[src/common/dcache_defines.svh]
// ----------------------------------------
// Data cache geometry
// Widths and address field positions
// ----------------------------------------
`ifndef DCACHE_DEFINES_SVH
`define DCACHE_DEFINES_SVH

// Bus widths
`define DC_ADDR_W       32
`define DC_DATA_W       32
`define DC_STRB_W       4

// Organisation, 2 ways of 16 sets of 16-byte lines
`define DC_NUM_WAYS     2
`define DC_SET_W        4
`define DC_OFFS_W       4
`define DC_LINE_WORDS   4
`define DC_TAG_W        (`DC_ADDR_W - `DC_SET_W - `DC_OFFS_W)

// Address field positions
`define DC_WORD_LSB     2
`define DC_SET_LSB      `DC_OFFS_W
`define DC_TAG_LSB      (`DC_OFFS_W + `DC_SET_W)

`endif

[src/common/dcache_mem_pkg.sv]
// ----------------------------------------
// Data cache memory types
// Words, strobes and address fields
// ----------------------------------------
`include "dcache_defines.svh"

package dcache_mem_pkg;

    // One data word on either port
    typedef logic [`DC_DATA_W-1:0] word_t;

    // Byte write enables
    typedef logic [`DC_STRB_W-1:0] strb_t;

    // Byte address
    typedef logic [`DC_ADDR_W-1:0] addr_t;

    // Stored tag, upper address bits
    typedef logic [`DC_TAG_W-1:0] tag_t;

    // Set index
    typedef logic [`DC_SET_W-1:0] set_t;

    // Word within a line
    typedef logic [`DC_OFFS_W-`DC_WORD_LSB-1:0] word_idx_t;

endpackage

[src/hw/dcache/dcache_way.sv]
// ----------------------------------------
// Data cache way
// Tag, state bits and line data of one way
// Registered lookup with hit and dirty
// ----------------------------------------
`timescale 1ns/1ps
`include "dcache_defines.svh"

module dcache_way
(
    input  logic                      clk,
    input  logic                      rst_n,
    input  dcache_mem_pkg::set_t      look_set_i,
    input  dcache_mem_pkg::tag_t      cmp_tag_i,
    input  dcache_mem_pkg::set_t      fill_set_i,
    input  dcache_mem_pkg::word_idx_t fill_word_i,
    input  logic                      tag_we_i,
    input  logic                      tag_valid_i,
    input  logic                      tag_dirty_i,
    input  dcache_mem_pkg::tag_t      new_tag_i,
    input  dcache_mem_pkg::strb_t     data_strb_i,
    input  dcache_mem_pkg::word_t     wr_data_i,
    output logic                      hit_o,
    output logic                      dirty_o,
    output dcache_mem_pkg::tag_t      tag_o,
    output dcache_mem_pkg::word_t     rdata_o
);
    import dcache_mem_pkg::*;

    localparam int SETS = 1 << `DC_SET_W;

    typedef word_t [`DC_LINE_WORDS-1:0] line_t;

    // Storage, cleared by the controller's INIT sweep
    tag_t  tag_mem   [SETS];
    logic  valid_mem [SETS];
    logic  dirty_mem [SETS];
    line_t data_mem  [SETS];

    tag_t  rd_tag;
    logic  rd_valid;
    logic  rd_dirty;
    line_t rd_line;

    tag_t  tag_q;
    logic  valid_q;
    logic  dirty_q;
    line_t line_q;

    // ----------------------------------------
    // Write port
    // ----------------------------------------
    always_ff @(posedge clk)
    begin
        if (tag_we_i)
        begin
            tag_mem[fill_set_i]   <= new_tag_i;
            valid_mem[fill_set_i] <= tag_valid_i;
            dirty_mem[fill_set_i] <= tag_dirty_i;
        end
        for (int b = 0; b < `DC_STRB_W; b++)
        begin
            if (data_strb_i[b])
                data_mem[fill_set_i][fill_word_i][b*8 +: 8] <= wr_data_i[b*8 +: 8];
        end
    end

    // ----------------------------------------
    // Read port
    // ----------------------------------------
    // A write landing on the looked-up set at the same edge is forwarded,
    // so back-to-back requests see the latest dirty bit and bytes
    always_comb
    begin
        rd_tag   = tag_mem[look_set_i];
        rd_valid = valid_mem[look_set_i];
        rd_dirty = dirty_mem[look_set_i];
        rd_line  = data_mem[look_set_i];
        if (fill_set_i == look_set_i)
        begin
            if (tag_we_i)
            begin
                rd_tag   = new_tag_i;
                rd_valid = tag_valid_i;
                rd_dirty = tag_dirty_i;
            end
            for (int b = 0; b < `DC_STRB_W; b++)
            begin
                if (data_strb_i[b])
                    rd_line[fill_word_i][b*8 +: 8] = wr_data_i[b*8 +: 8];
            end
        end
    end

    always_ff @(posedge clk or negedge rst_n)
    begin
        if (!rst_n)
        begin
            valid_q <= 1'b0;
            dirty_q <= 1'b0;
        end
        else
        begin
            valid_q <= rd_valid;
            dirty_q <= rd_dirty;
        end
    end

    always_ff @(posedge clk)
    begin
        tag_q  <= rd_tag;
        line_q <= rd_line;
    end

    // Compare against the buffered request's tag
    assign hit_o   = valid_q && (tag_q == cmp_tag_i);
    assign dirty_o = valid_q && dirty_q;
    assign tag_o   = tag_q;
    assign rdata_o = line_q[fill_word_i];

endmodule

[config.mk]
export PLATFORM = sky130hd
export DESIGN_NAME = dcache_way
export DESIGN_NICKNAME = d
export VERILOG_FILES = /design/src/common/dcache_mem_pkg.sv /design/src/hw/dcache/dcache_way.sv
export VERILOG_INCLUDE_DIRS = /design/src /design/src/common
export SDC_FILE = /design/constraint.sdc
export NUM_CORES = 2
export LEC_CHECK = 0
export ABC_AREA = 0
export ABC_CLOCK_PERIOD_IN_PS = 1700
export CORE_UTILIZATION = 38
export CTS_CLUSTER_SIZE = 14
export DETAILED_ROUTE_END_ITERATION = 6
export DONT_BUFFER_PORTS = 1
export GPL_TIMING_DRIVEN = 1
export PLACE_DENSITY = 0.62
export SYNTH_ARGS = -nofsm -noshare
export SYNTH_HDL_FRONTEND = slang
export SYNTH_SLANG_ARGS = --single-unit
[constraint.sdc]
create_clock -name clk -period 1.7 [get_ports clk]
set_input_delay 0.255 -clock clk [delete_from_list [all_inputs] [get_ports clk]]
set_output_delay 0.255 -clock clk [all_outputs]
set_load 0.02 [all_outputs]
==> summary.txt <==
Synth
  • Post-synth ARST share: 0.000764
  • Yosys warns: 0
  • Top_reg_cell synth: edfxtp_1
  • Seq cells post-synth: 2618
  • Cells after synthesis: 4795
  • Synth top cells by count: edfxtp_1, mux4_2, nor2_1
  • Syn nets: 4894
  • Post-Syn Area per Cell: 20.8 um^2
  • Synth area leader: edfxtp_1
  • Register area share after synthesis: 0.774
  • Share of the synthesized area in the top cell type: 0.742
  • Post-synth EDFFs: 2464
  • Top post-synthesis cells by area: edfxtp_1, mux4_2, dfxtp_1
  • Distinct cells, synth: 45
  • Most frequent cell after synthesis: edfxtp_1
  • Mapped cell area: 99700 um^2

STA
  • Tcrit/Tclk final: 1.55
  • Setup-failing EPs final: 60
  • Normalized max-slew margin: -0.153
  • Final Hold Fails: 5
  • Slew Viols, Final: 101
  • Clock skew: 69.8 ps
  • Worst setup margin: -940 ps
  • RSZ-0062 raised after global routing: yes
  • FMAX: 379 MHz
  • Slew @ Worst Pin: 1730 ps
  • Hold Slack: -45.3 ps
  • Fin crit period: 2640 ps

Floorplanning
  • Die ar.: 264000 um^2
  • Die Span X: 514 um
  • # rows: 187
  • Die Span Y: 514 um
  • Initial core utilization: 0.383
  • Core box area: 260000 um^2
  • IO Pins: 157

Min path
  • HP Start: look_set_i[1]
  • Hold path cells: 4
  • Worst Hold Class: in2reg
  • Hold worst-path end: tag_o[7]$_DFF_P_

Global routing
  • Largest net degree at the start of global routing: 561
  • Grt total ovfl: 0
  • Global-route usage over all layers: 0.188
  • Number of global-route vias before repair: 50600
  • First-pass GRT wire length: 363000 um
  • Initial antenna violation count: 13

Drt
  • Via count: 50500
  • WL/cell: 28.1 um
  • Starting DRT DRC Count: 5459
  • Drt total wl: 258000 um
  • Post-route ant nets: 0
  • DRT Pass-1 Iters: 5
  • DR vias/cell: 5.50
  • DRC errors left: 0

CTS
  • Number of setup buffers added after CTS: 0
  • Num CTS Buffers: 278
  • Clk_lat worst skew: 930 ps
  • Clk sink count: 2618
  • H-tree levels: 5
  • CTS Buffer Depth: 4
  • TritonCTS clock tree: built
  • CTS clk-pin slew, worst paths: 60 ps
  • CTS root buf: clkbuf_16

Final layout
  • Layout Utilization: 0.459
  • Final Net Count: 5585
  • # fillers: 21600
  • Layout cell share with drive strength beyond 1: 0.316
  • Layout area overhead: 19.7%

Setup path
  • Crit path kind: reg2out
  • Slowest stage cell, crit path: dfxtp_2
  • Worst reg2reg path endpoint: tag_o[0]$_DFF_P_
  • Startpoint Class: flip-flop
  • Worst Path Max Fanout: 2
  • Reg2Reg Depth: 5
  • Crit end category: output port
  • Reg2Reg Setup Slack: 20 ps
  • Slowest stage delay, CP: 340 ps
  • Crit path required time: 1440 ps
  • Critical register-to-register path startpoint: tag_mem[3][0]$_DFFE_PP_
  • Crit path DAT: 2390 ps
  • CP cell instances: xor2_1 > nor4_1 > nand3_1 > nor4_2 > buf_4

Placed design
  • Dpl ws: -917 ps
  • GP Congestion: 0.785
  • DP Wirelength: 138000 um
  • I/O Buffers: 0

Status
  • Run status: finished, violations left
  • Failing checks: negative hold slack, max-slew violations, negative setup slack

Pwr
  • Leakage: 0.0385 uW
  • Pwr dens: 1160 nW/um^2
  • Peak VDD IR: 0.655 mV
  • Tot Pwr: 138000 uW

Flow run
  • Max Cap Viol: 0
==> worst max path at each step <==
stage	slack, ps	to	from
4_1_cts	-890	hit_o	tag_o[15]$_DFF_P_
3_3_place_gp	-860	line_q[46]$_DFF_P_	look_set_i[0]
2_1_floorplan	-180	data_mem[11][100]$_DFFE_PP_	fill_set_i[3]
5_1_grt	-950	hit_o	tag_o[0]$_DFF_P_
6_report	-940	hit_o	tag_o[0]$_DFF_P_
3_5_place_dp	-920	line_q[46]$_DFF_P_	look_set_i[0]
==> kinds of logic (layout without fill, tap and decap cells) <==
logic type	count (synthesis)	in the layout	synth area share
other cells	0	4	0
simple gates	701	701	0.0277
mux	716	716	0.151
xor+xnor	28	28	0.00246
flops	2618	2618	0.774
compound gates	439	439	0.0304
buf+inv	293	1180	0.0145
==> area by class of cell <==
class / count / area (um^2) / share of cell area
sequential: 2618 / 77200 / 0.647
clock inverter: 89 / 943 / 0.00791
antenna: 4 / 10.0 / 0.0000839
timing repair buffer: 700 / 7420 / 0.0622
tap: 3496 / 4370 / 0.0367
clock buffer: 387 / 7740 / 0.0648
inverter: 4 / 18.8 / 0.000157
multi-input combinational: 1884 / 21600 / 0.181
==> state kept, by name, indices dropped and copies added (netlist names) <==
name	count
dirty_q	1
dirty_mem	16
tag_o	24
data_mem	2048
line_q	128
valid_q	1
tag_mem	384
valid_mem	16
==> cells in the final DEF, fill, tap and decap left out, types with 5 or more instances in the layout <==
| cell | instances |
|---|---|
| edfxtp_1 | 2464 |
| mux4_2 | 630 |
| buf_4 | 476 |
| nor2_1 | 307 |
| nand2_1 | 304 |
| clkbuf_16 | 297 |
| o21ai_0 | 100 |
| a22o_1 | 91 |
| dfxtp_1 | 86 |
| clkbuf_1 | 81 |
| dlygate4sd3_1 | 78 |
| buf_12 | 74 |
| o21ai_1 | 72 |
| a221oi_1 | 67 |
| mux2i_1 | 53 |
| dfxtp_2 | 52 |
| buf_16 | 38 |
| clkinv_1 | 33 |
| a21oi_1 | 32 |
| clkinv_2 | 32 |
| mux2_2 | 30 |
| a221oi_2 | 27 |
| buf_6 | 21 |
| clkbuf_8 | 20 |
| bufinv_16 | 20 |
| nor2_4 | 17 |
| o22ai_1 | 15 |
| xor2_1 | 14 |
| dfxtp_4 | 14 |
| xnor2_1 | 13 |
| nor2b_1 | 13 |
| nand3_1 | 12 |
| o31ai_1 | 7 |
| nand2_2 | 7 |
| nand2b_1 | 5 |
| nand3_2 | 5 |
==> stage by stage <==
| stage | cell area, um^2 | TNS (ps) | std cells |
|---|---|---|---|
| after floorplan | 100000 | -122460 | 4795 |
| after global placement | 108000 | -153610 | 8567 |
| after detailed placement | 108000 | -141010 | 8567 |
| after CTS | 119000 | -46030 | 9154 |
| after global routing | 119000 | -18620 | 9181 |
| final | 119000 | -16100 | 9182 |
==> critical path: cells and delay by family, from the launching register on <==
family                    cells  cell delay, ps
buffers and inverters         1             200
xor gates and xnor gates      1             150
and+or+nand+nor               3             760
DFF                           1             340
==> routing by layer <==
metal | up-vias | share of wire | wire [um] | global-route usage
li1 | 21100 | - | - | -
met1 | 27000 | 0.41 | 106000 | 0.264
met2 | 2011 | 0.49 | 126000 | 0.306
met3 | 343 | 0.077 | 19800 | 0.0343
met4 | 4 | 0.022 | 5640 | 0.0432
met5 | - | 0.000093 | 24 | 0
==> repair_timing <==
action,CTS,global route
endpoints found under the setup margin,69,615
cloned,0,13
endpoints found under the hold margin,3490,49
gates resized for setup,113,36
pin swaps,4,6
hold buffers,111,8
==> report_power, final <==
| part | leakage [uW] | total (uW) | internal (uW) | switching (uW) |
|---|---|---|---|---|
| logic | 0.0108 | 7670 | 3340 | 4330 |
| registers | 0.0235 | 72000 | 71500 | 526 |
| clock network | 0.00424 | 58400 | 34700 | 23700 |
(Power assumes the default switching activity.)
