### src/common/dcache_defines.svh
// ----------------------------------------
// Data cache geometry
// Widths and address field positions
// ----------------------------------------
`ifndef DCACHE_DEFINES_SVH
`define DCACHE_DEFINES_SVH

// Bus widths
`define DC_ADDR_W       32
`define DC_DATA_W       32
`define DC_STRB_W       4

// Organisation, 2 ways of 16 sets of 16-byte lines
`define DC_NUM_WAYS     2
`define DC_SET_W        4
`define DC_OFFS_W       4
`define DC_LINE_WORDS   4
`define DC_TAG_W        (`DC_ADDR_W - `DC_SET_W - `DC_OFFS_W)

// Address field positions
`define DC_WORD_LSB     2
`define DC_SET_LSB      `DC_OFFS_W
`define DC_TAG_LSB      (`DC_OFFS_W + `DC_SET_W)

`endif

### src/common/dcache_ctrl_pkg.sv
// ----------------------------------------
// Data cache controller types
// FSM states and way numbers
// ----------------------------------------
`include "dcache_defines.svh"

package dcache_ctrl_pkg;

    // Controller FSM
    typedef enum logic [3:0]
    {
        INIT,
        LOOKUP,
        EVICT,
        EVICT_WAIT,
        REFILL,
        FINISH_READ,
        FINISH_WRITE
    } ctrl_state_e;

    // Way number, used for the victim and the hitting way
    typedef logic [$clog2(`DC_NUM_WAYS)-1:0] way_sel_t;

endpackage

### src/common/dcache_mem_pkg.sv
// ----------------------------------------
// Data cache memory types
// Words, strobes and address fields
// ----------------------------------------
`include "dcache_defines.svh"

package dcache_mem_pkg;

    // One data word on either port
    typedef logic [`DC_DATA_W-1:0] word_t;

    // Byte write enables
    typedef logic [`DC_STRB_W-1:0] strb_t;

    // Byte address
    typedef logic [`DC_ADDR_W-1:0] addr_t;

    // Stored tag, upper address bits
    typedef logic [`DC_TAG_W-1:0] tag_t;

    // Set index
    typedef logic [`DC_SET_W-1:0] set_t;

    // Word within a line
    typedef logic [`DC_OFFS_W-`DC_WORD_LSB-1:0] word_idx_t;

endpackage

### src/hw/dcache/dcache_ctrl.sv
// ----------------------------------------
// Data cache controller
// Request buffer, miss FSM, replacement
// and line burst sequencing
// ----------------------------------------
`timescale 1ns/1ps
`include "dcache_defines.svh"

module dcache_ctrl
(
    input  logic                           clk,
    input  logic                           rst_n,
    // CPU port
    input  dcache_mem_pkg::addr_t          addr_i,
    input  dcache_mem_pkg::word_t          wdata_i,
    input  logic                           rd_i,
    input  dcache_mem_pkg::strb_t          strb_i,
    output logic                           accept_o,
    output logic                           ack_o,
    output dcache_mem_pkg::word_t          rdata_o,
    // Memory port
    output logic                           mem_rd_o,
    output logic                           mem_wr_o,
    output dcache_mem_pkg::addr_t          mem_addr_o,
    output dcache_mem_pkg::word_t          mem_wdata_o,
    input  logic                           mem_accept_i,
    input  logic                           mem_ack_i,
    input  dcache_mem_pkg::word_t          mem_rdata_i,
    // Way control
    output dcache_mem_pkg::set_t           look_set_o,
    output dcache_mem_pkg::tag_t           cmp_tag_o,
    output dcache_mem_pkg::set_t           fill_set_o,
    output dcache_mem_pkg::word_idx_t      fill_word_o,
    output dcache_mem_pkg::word_t          wr_data_o,
    output dcache_mem_pkg::tag_t           new_tag_o,
    output logic [`DC_NUM_WAYS-1:0]        tag_we_o,
    output logic [`DC_NUM_WAYS-1:0]        tag_valid_o,
    output logic [`DC_NUM_WAYS-1:0]        tag_dirty_o,
    output dcache_mem_pkg::strb_t          data_strb_o [`DC_NUM_WAYS],
    // Way results
    input  logic [`DC_NUM_WAYS-1:0]        way_hit_i,
    input  logic [`DC_NUM_WAYS-1:0]        way_dirty_i,
    input  dcache_mem_pkg::tag_t           way_tag_i [`DC_NUM_WAYS],
    input  dcache_mem_pkg::word_t          way_rdata_i [`DC_NUM_WAYS]
);
    import dcache_mem_pkg::*;
    import dcache_ctrl_pkg::*;

    ctrl_state_e state_q;
    ctrl_state_e state_d;

    // Buffered request
    logic      req_q;
    addr_t     addr_q;
    word_t     wdata_q;
    strb_t     strb_q;

    set_t      init_cnt_q;
    way_sel_t  repl_q;
    word_idx_t word_cnt_q;
    logic      rd_sent_q;

    set_t      req_set;
    tag_t      req_tag;
    word_idx_t req_word;
    way_sel_t  hit_way;
    logic      hit_any;
    logic      is_write;
    logic      miss;
    logic      hold_raw;
    logic      new_req;
    logic      last_word;

    assign req_set  = addr_q[`DC_SET_LSB +: `DC_SET_W];
    assign req_tag  = addr_q[`DC_TAG_LSB +: `DC_TAG_W];
    assign req_word = addr_q[`DC_WORD_LSB +: (`DC_OFFS_W - `DC_WORD_LSB)];

    // ----------------------------------------
    // Way combining
    // ----------------------------------------
    always_comb
    begin
        hit_way = '0;
        for (int w = 0; w < `DC_NUM_WAYS; w++)
        begin
            if (way_hit_i[w])
                hit_way = way_sel_t'(w);
        end
    end

    assign hit_any   = |way_hit_i;
    assign is_write  = |strb_q;
    assign miss      = req_q && !hit_any;
    assign last_word = (word_cnt_q == word_idx_t'(`DC_LINE_WORDS - 1));

    // ----------------------------------------
    // CPU handshake
    // ----------------------------------------
    // Read of the word being written this cycle waits one cycle
    assign hold_raw = req_q && is_write && rd_i &&
                      (addr_i[`DC_ADDR_W-1:`DC_WORD_LSB] == addr_q[`DC_ADDR_W-1:`DC_WORD_LSB]);

    assign accept_o = (state_q == LOOKUP) && !miss && !hold_raw;
    assign new_req  = accept_o && (rd_i || (|strb_i));

    assign ack_o = ((state_q == LOOKUP) && req_q && hit_any) ||
                   (state_q == FINISH_READ) || (state_q == FINISH_WRITE);
    assign rdata_o = way_rdata_i[hit_way];

    always_ff @(posedge clk or negedge rst_n)
    begin
        if (!rst_n)
            req_q <= 1'b0;
        else if (new_req)
            req_q <= 1'b1;
        else if (ack_o)
            req_q <= 1'b0;
    end

    always_ff @(posedge clk)
    begin
        if (new_req)
        begin
            addr_q  <= addr_i;
            wdata_q <= wdata_i;
            strb_q  <= strb_i;
        end
    end

    // ----------------------------------------
    // FSM
    // ----------------------------------------
    always_comb
    begin
        state_d = state_q;
        case (state_q)
            INIT:
                if (init_cnt_q == '1)
                    state_d = LOOKUP;
            LOOKUP:
                if (miss)
                    state_d = way_dirty_i[repl_q] ? EVICT : REFILL;
            EVICT:
                if (mem_accept_i && last_word)
                    state_d = EVICT_WAIT;
            EVICT_WAIT:
                if (mem_ack_i)
                    state_d = REFILL;
            REFILL:
                if (mem_ack_i && last_word)
                    state_d = is_write ? FINISH_WRITE : FINISH_READ;
            FINISH_READ, FINISH_WRITE:
                state_d = LOOKUP;
            default:
                state_d = INIT;
        endcase
    end

    always_ff @(posedge clk or negedge rst_n)
    begin
        if (!rst_n)
        begin
            state_q    <= INIT;
            init_cnt_q <= '0;
            repl_q     <= '0;
            word_cnt_q <= '0;
            rd_sent_q  <= 1'b0;
        end
        else
        begin
            state_q <= state_d;
            if (state_q == INIT)
                init_cnt_q <= init_cnt_q + 1'b1;
            // Alternate victim after each completed miss
            if (state_q == FINISH_READ || state_q == FINISH_WRITE)
                repl_q <= repl_q + 1'b1;
            // Wraps back to zero at the end of every burst
            if ((state_q == EVICT && mem_accept_i) || (state_q == REFILL && mem_ack_i))
                word_cnt_q <= word_cnt_q + 1'b1;
            if (state_q != REFILL)
                rd_sent_q <= 1'b0;
            else if (mem_rd_o && mem_accept_i)
                rd_sent_q <= 1'b1;
        end
    end

    // ----------------------------------------
    // Way control
    // ----------------------------------------
    always_comb
    begin
        // Keep the buffered set registered while a miss is handled
        look_set_o  = (state_q == LOOKUP && !miss) ? addr_i[`DC_SET_LSB +: `DC_SET_W] : req_set;
        cmp_tag_o   = req_tag;
        fill_set_o  = (state_q == INIT) ? init_cnt_q : req_set;
        fill_word_o = (state_q == EVICT || state_q == REFILL) ? word_cnt_q : req_word;
        wr_data_o   = (state_q == REFILL) ? mem_rdata_i : wdata_q;
        new_tag_o   = req_tag;
        for (int w = 0; w < `DC_NUM_WAYS; w++)
        begin
            tag_we_o[w]    = 1'b0;
            tag_valid_o[w] = 1'b1;
            tag_dirty_o[w] = 1'b0;
            data_strb_o[w] = '0;
            case (state_q)
                INIT:
                begin
                    tag_we_o[w]    = 1'b1;
                    tag_valid_o[w] = 1'b0;
                end
                LOOKUP:
                    if (req_q && is_write && way_hit_i[w])
                    begin
                        tag_we_o[w]    = 1'b1;
                        tag_dirty_o[w] = 1'b1;
                        data_strb_o[w] = strb_q;
                    end
                REFILL:
                    if (repl_q == way_sel_t'(w) && mem_ack_i)
                    begin
                        // Tag goes valid with the last word
                        tag_we_o[w]    = last_word;
                        data_strb_o[w] = '1;
                    end
                FINISH_WRITE:
                    if (repl_q == way_sel_t'(w))
                    begin
                        tag_we_o[w]    = 1'b1;
                        tag_dirty_o[w] = 1'b1;
                        data_strb_o[w] = strb_q;
                    end
                default:
                    ;
            endcase
        end
    end

    // ----------------------------------------
    // Memory port
    // ----------------------------------------
    assign mem_wr_o    = (state_q == EVICT);
    assign mem_rd_o    = (state_q == REFILL) && !rd_sent_q;
    assign mem_wdata_o = way_rdata_i[repl_q];
    assign mem_addr_o  = (state_q == EVICT) ?
                         {way_tag_i[repl_q], req_set, word_cnt_q, {`DC_WORD_LSB{1'b0}}} :
                         {addr_q[`DC_ADDR_W-1:`DC_OFFS_W], {`DC_OFFS_W{1'b0}}};

endmodule

### config.mk
export PLATFORM = sky130hd
export DESIGN_NAME = dcache_ctrl
export DESIGN_NICKNAME = d
export VERILOG_FILES = /design/src/common/dcache_ctrl_pkg.sv /design/src/common/dcache_mem_pkg.sv /design/src/hw/dcache/dcache_ctrl.sv
export VERILOG_INCLUDE_DIRS = /design/src /design/src/common
export SDC_FILE = /design/constraint.sdc
export NUM_CORES = 1
export LEC_CHECK = 0
export ABC_AREA = 1
export BUFFER_PORTS_ARGS = -buffer_cell sky130_fd_sc_hd__buf_2
export CAP_MARGIN = 20
export CORE_AREA = 2 2 163 165
export CTS_CLUSTER_DIAMETER = 120
export DETAILED_ROUTE_END_ITERATION = 16
export DIE_AREA = 0 0 165 167
export GPL_ROUTABILITY_DRIVEN = 0
export SLEW_MARGIN = 25
export SYNTH_ARGS = -nofsm -noshare
export SYNTH_HDL_FRONTEND = slang
export SYNTH_SLANG_ARGS = --single-unit
### constraint.sdc
create_clock -name clk -period 3 [get_ports clk]
set_clock_uncertainty 0.2 [all_clocks]
set_input_delay 0.75 -clock clk [delete_from_list [all_inputs] [get_ports clk]]
set_output_delay 0.75 -clock clk [all_outputs]
set_load 0.02 [all_outputs]
==> results.md <==
- Vias: around 6200
- Post-Synthesis Cell Area: around 5500 um^2
- Place WS: ~0.054 ns
- DRC Markers: 0
- Worst-path fanout max: 5
- Pleak: 4.34 nW
- Clk root buf: clkbuf_16
- Layout Utilization: a little under a third
- Count of warnings emitted by yosys: 0
- CP required: slightly above 2 ns
- H-tree Lvls: 3
- Clk_lat worst skew: 0.34 ns
- Synth cell types: 38
- Synth area leader: edfxtp_1
- Main combinational cell family by area after synthesis: simple AND/OR/NAND/NOR gates
- PortBufs: 420
- Share of post-route cells with drive strength above 1: roughly two fifths
- Avg WL per Cell: around 15 um
- Clock Path Buffers: 2
- Reg clk slew, reported paths: about 0.060 ns
- Row Count: 59
- Pwr dens: 929 nW/um^2
- Post-synthesis simple-gate area fraction: between 20 and 30%
- Drt first pass iters: 5
- Setup TNS: 0 ns
- Reg2Reg Launch Point: state_q[2]$_DFFE_PN0P_
- Outcome: completed
- Final HPWL DP: approximately 18000 um
- Final wirelength: 21800 um
- Initial antenna violation count: 4
- Worst R2R Path Depth: 8
- Worst r2r dst: addr_q[6]$_DFFE_PP_
- R2R setup slack: about 0.56 ns
- Synth Area in XOR/XNOR: under 10%
- Max-cap viol count: 0
- Syn Area/Cell: between 7 and 8 um^2
- FILL cells: between 2000 and 3000
- Worst Hold Class: input port to asynchronous set/reset pin
- Iteration-0 DRC Markers: roughly 290
- GRT Util Overall: between 10% and 20%
- Period utilization: approximately 97%
- Synth top area cells: edfxtp_1, nand2_1, o21ai_0, buf_4, inv_1
- Via-to-Cell Ratio: between 4 and 5
- IO Pins: roughly 430
- First-pass GRT wire length: roughly 31000 um
- Die area: between 20000 and 30000 um^2
- Register area share after synthesis: 41.2%
- Mux share of post-synthesis cell area: less than 1%
- Final hold vios: 0
- Largest net degree at the start of global routing: 76
- Critical path startpoint category: flop
- Data arrival, critical path: 1.96 ns
- Synth Area in Adders: less than 1%
- Period minus WS final: between 2 and 3 ns
- Compound-Gate Fraction of Synth Area: between 10% and 20%
- Starting Density: 21.5%
- Mapped Cells: a little under 800
- Die width: roughly 170 um
- Placed cell count: about 1500
- Number of global-route vias before repair: 5577
- Max-slew violations: 0
- Nets@finish: about 1400
- Final setup violation count: 0
- TritonCTS clock tree: built
- Maximum vdd drop: around 0.40 mV
- Final WS setup: 0.0932 ns
- GRT overflow: 0
- Area Overhead vs Synth: 45.2%
- Crit Path Class: flop to output pin
- Inserted Clock Buffers: 9
- Final cell count without fillers: 1481
- FF+latch count, synth: 78
- CP endpoint kind: output pin
- Peak Freq: 344 MHz
- Share of the synthesized area in the top cell type: between 30 and 40%
- Final ANT Viol Nets: 0
- Clock sinks: between 70 and 80
- Die Ht: 167 um
- Core Area: 25800 um^2
-- cell families after synthesis --
logic type | Yosys count
and+or+nand+nor | 378
buffers and inverters | 183
AOI/OAI and AO/OA | 121
DFF | 78
xor gates and xnor gates | 13
adders and majority gates | 2
other | 1
muxes | 1
-- worst max-delay path by stage --
stage	start	end	depth (start not counted)	slack [ns]
2_1_floorplan	way_hit_i[1]	addr_q[10]$_DFFE_PP_	7	0.004
3_3_place_gp	addr_i[6]	accept_o	10	0.08
3_5_place_dp	addr_i[6]	accept_o	10	0.05
4_1_cts	state_q[1]$_DFFE_PN0P_	tag_we_o[0]	8	0.01
5_1_grt	state_q[1]$_DFFE_PN0P_	tag_we_o[0]	8	-0.02
6_report	state_q[1]$_DFFE_PN0P_	tag_we_o[1]	8	0.09
-- area by class of cell --
class / count / area, um^2 / area share, %
inverter: 98 / 374 / 4.66
tap: 335 / 419 / 5.22
clock inverter: 6 / 86.3 / 1.07
antenna: 1 / 2.50 / 0.0311
sequential: 78 / 2290 / 28.4
clock buffer: 10 / 229 / 2.85
timing repair buffer: 436 / 2270 / 28.3
multi-input combinational: 517 / 2360 / 29.4
-- flip-flops by register name, summed over array words and instances, names as in the netlist --
register and count:
wdata_q 32, addr_q 30, init_cnt_q 4, strb_q 4
state_q 3, word_cnt_q 2, rd_sent_q 1, repl_q 1
req_q 1
-- metal layers --
metal	vias to the layer above	global-route usage (%)	wire (um)
li1	3129	-	-
met1	2731	18.0	8980
met2	298	27.4	11000
met3	16	3.86	1630
met4	0	3.06	203
met5	-	0	0
-- per-stage QoR --
step           area, um^2  hold WS, ns  power, mW
6_report             8040       0.0905       7.46
5_1_grt              8040       0.0804       8.05
4_1_cts              7970       0.0784       7.55
3_5_place_dp         7660        0.287       6.33
3_3_place_gp         7660        0.285       6.29
2_1_floorplan        5540        0.254       4.87
-- what timing repair did --
action,in CTS,in global routing
setup buffers,0,5
gates resized for setup,0,10
hold buffers,0,0
setup endpoints to repair,0,12
-- worst max-delay path: stages (launching register included) --
cell	delay, ns
dfrtp_2	0.45
inv_2	0.12
nand2_4	0.09
nor2_8	0.10
nand2_1	0.14
nor2_1	0.12
inv_1	0.14
o211ai_1	0.27
buf_2	0.22
-- where the power goes --
group	total [mW]	internal, mW	switching [mW]
combinational	4.38	1.38	3.00
sequential	1.89	1.61	0.279
clock	1.19	0.728	0.458
-- synthesized netlist by cell type, drive strengths merged --
| library cell | n |
|---|---|
| xnor2 | 8 |
| o211ai | 3 |
| conb | 1 |
| nor2 | 60 |
| clkbuf | 14 |
| nand2 | 294 |
| o21ai | 89 |
| and2 | 1 |
| clkinv | 1 |
| xor2 | 5 |
| nand3 | 11 |
| inv | 97 |
| a31oi | 24 |
| o21a | 3 |
| o21bai | 1 |
| or2 | 3 |
| mux2i | 1 |
| nand4 | 4 |
| buf | 71 |
| nor3 | 3 |
| ha | 2 |
| o22ai | 1 |
| edfxtp | 66 |
| nand3b | 2 |
| dfrtp | 12 |
-- layout by cell type (no fill, tap or decap), drive strengths merged, types with 4 or more instances in the layout --
| cell type | instances |
|---|---|
| buf | 436 |
| nand2 | 294 |
| inv | 96 |
| o21ai | 89 |
| edfxtp | 66 |
| nor2 | 60 |
| a31oi | 24 |
| dfrtp | 12 |
| nand3 | 11 |
| clkbuf | 10 |
| xnor2 | 8 |
| xor2 | 5 |
| nand4 | 4 |
| clkinv | 4 |
No activity file was read; power rests on OpenSTA's default activity.
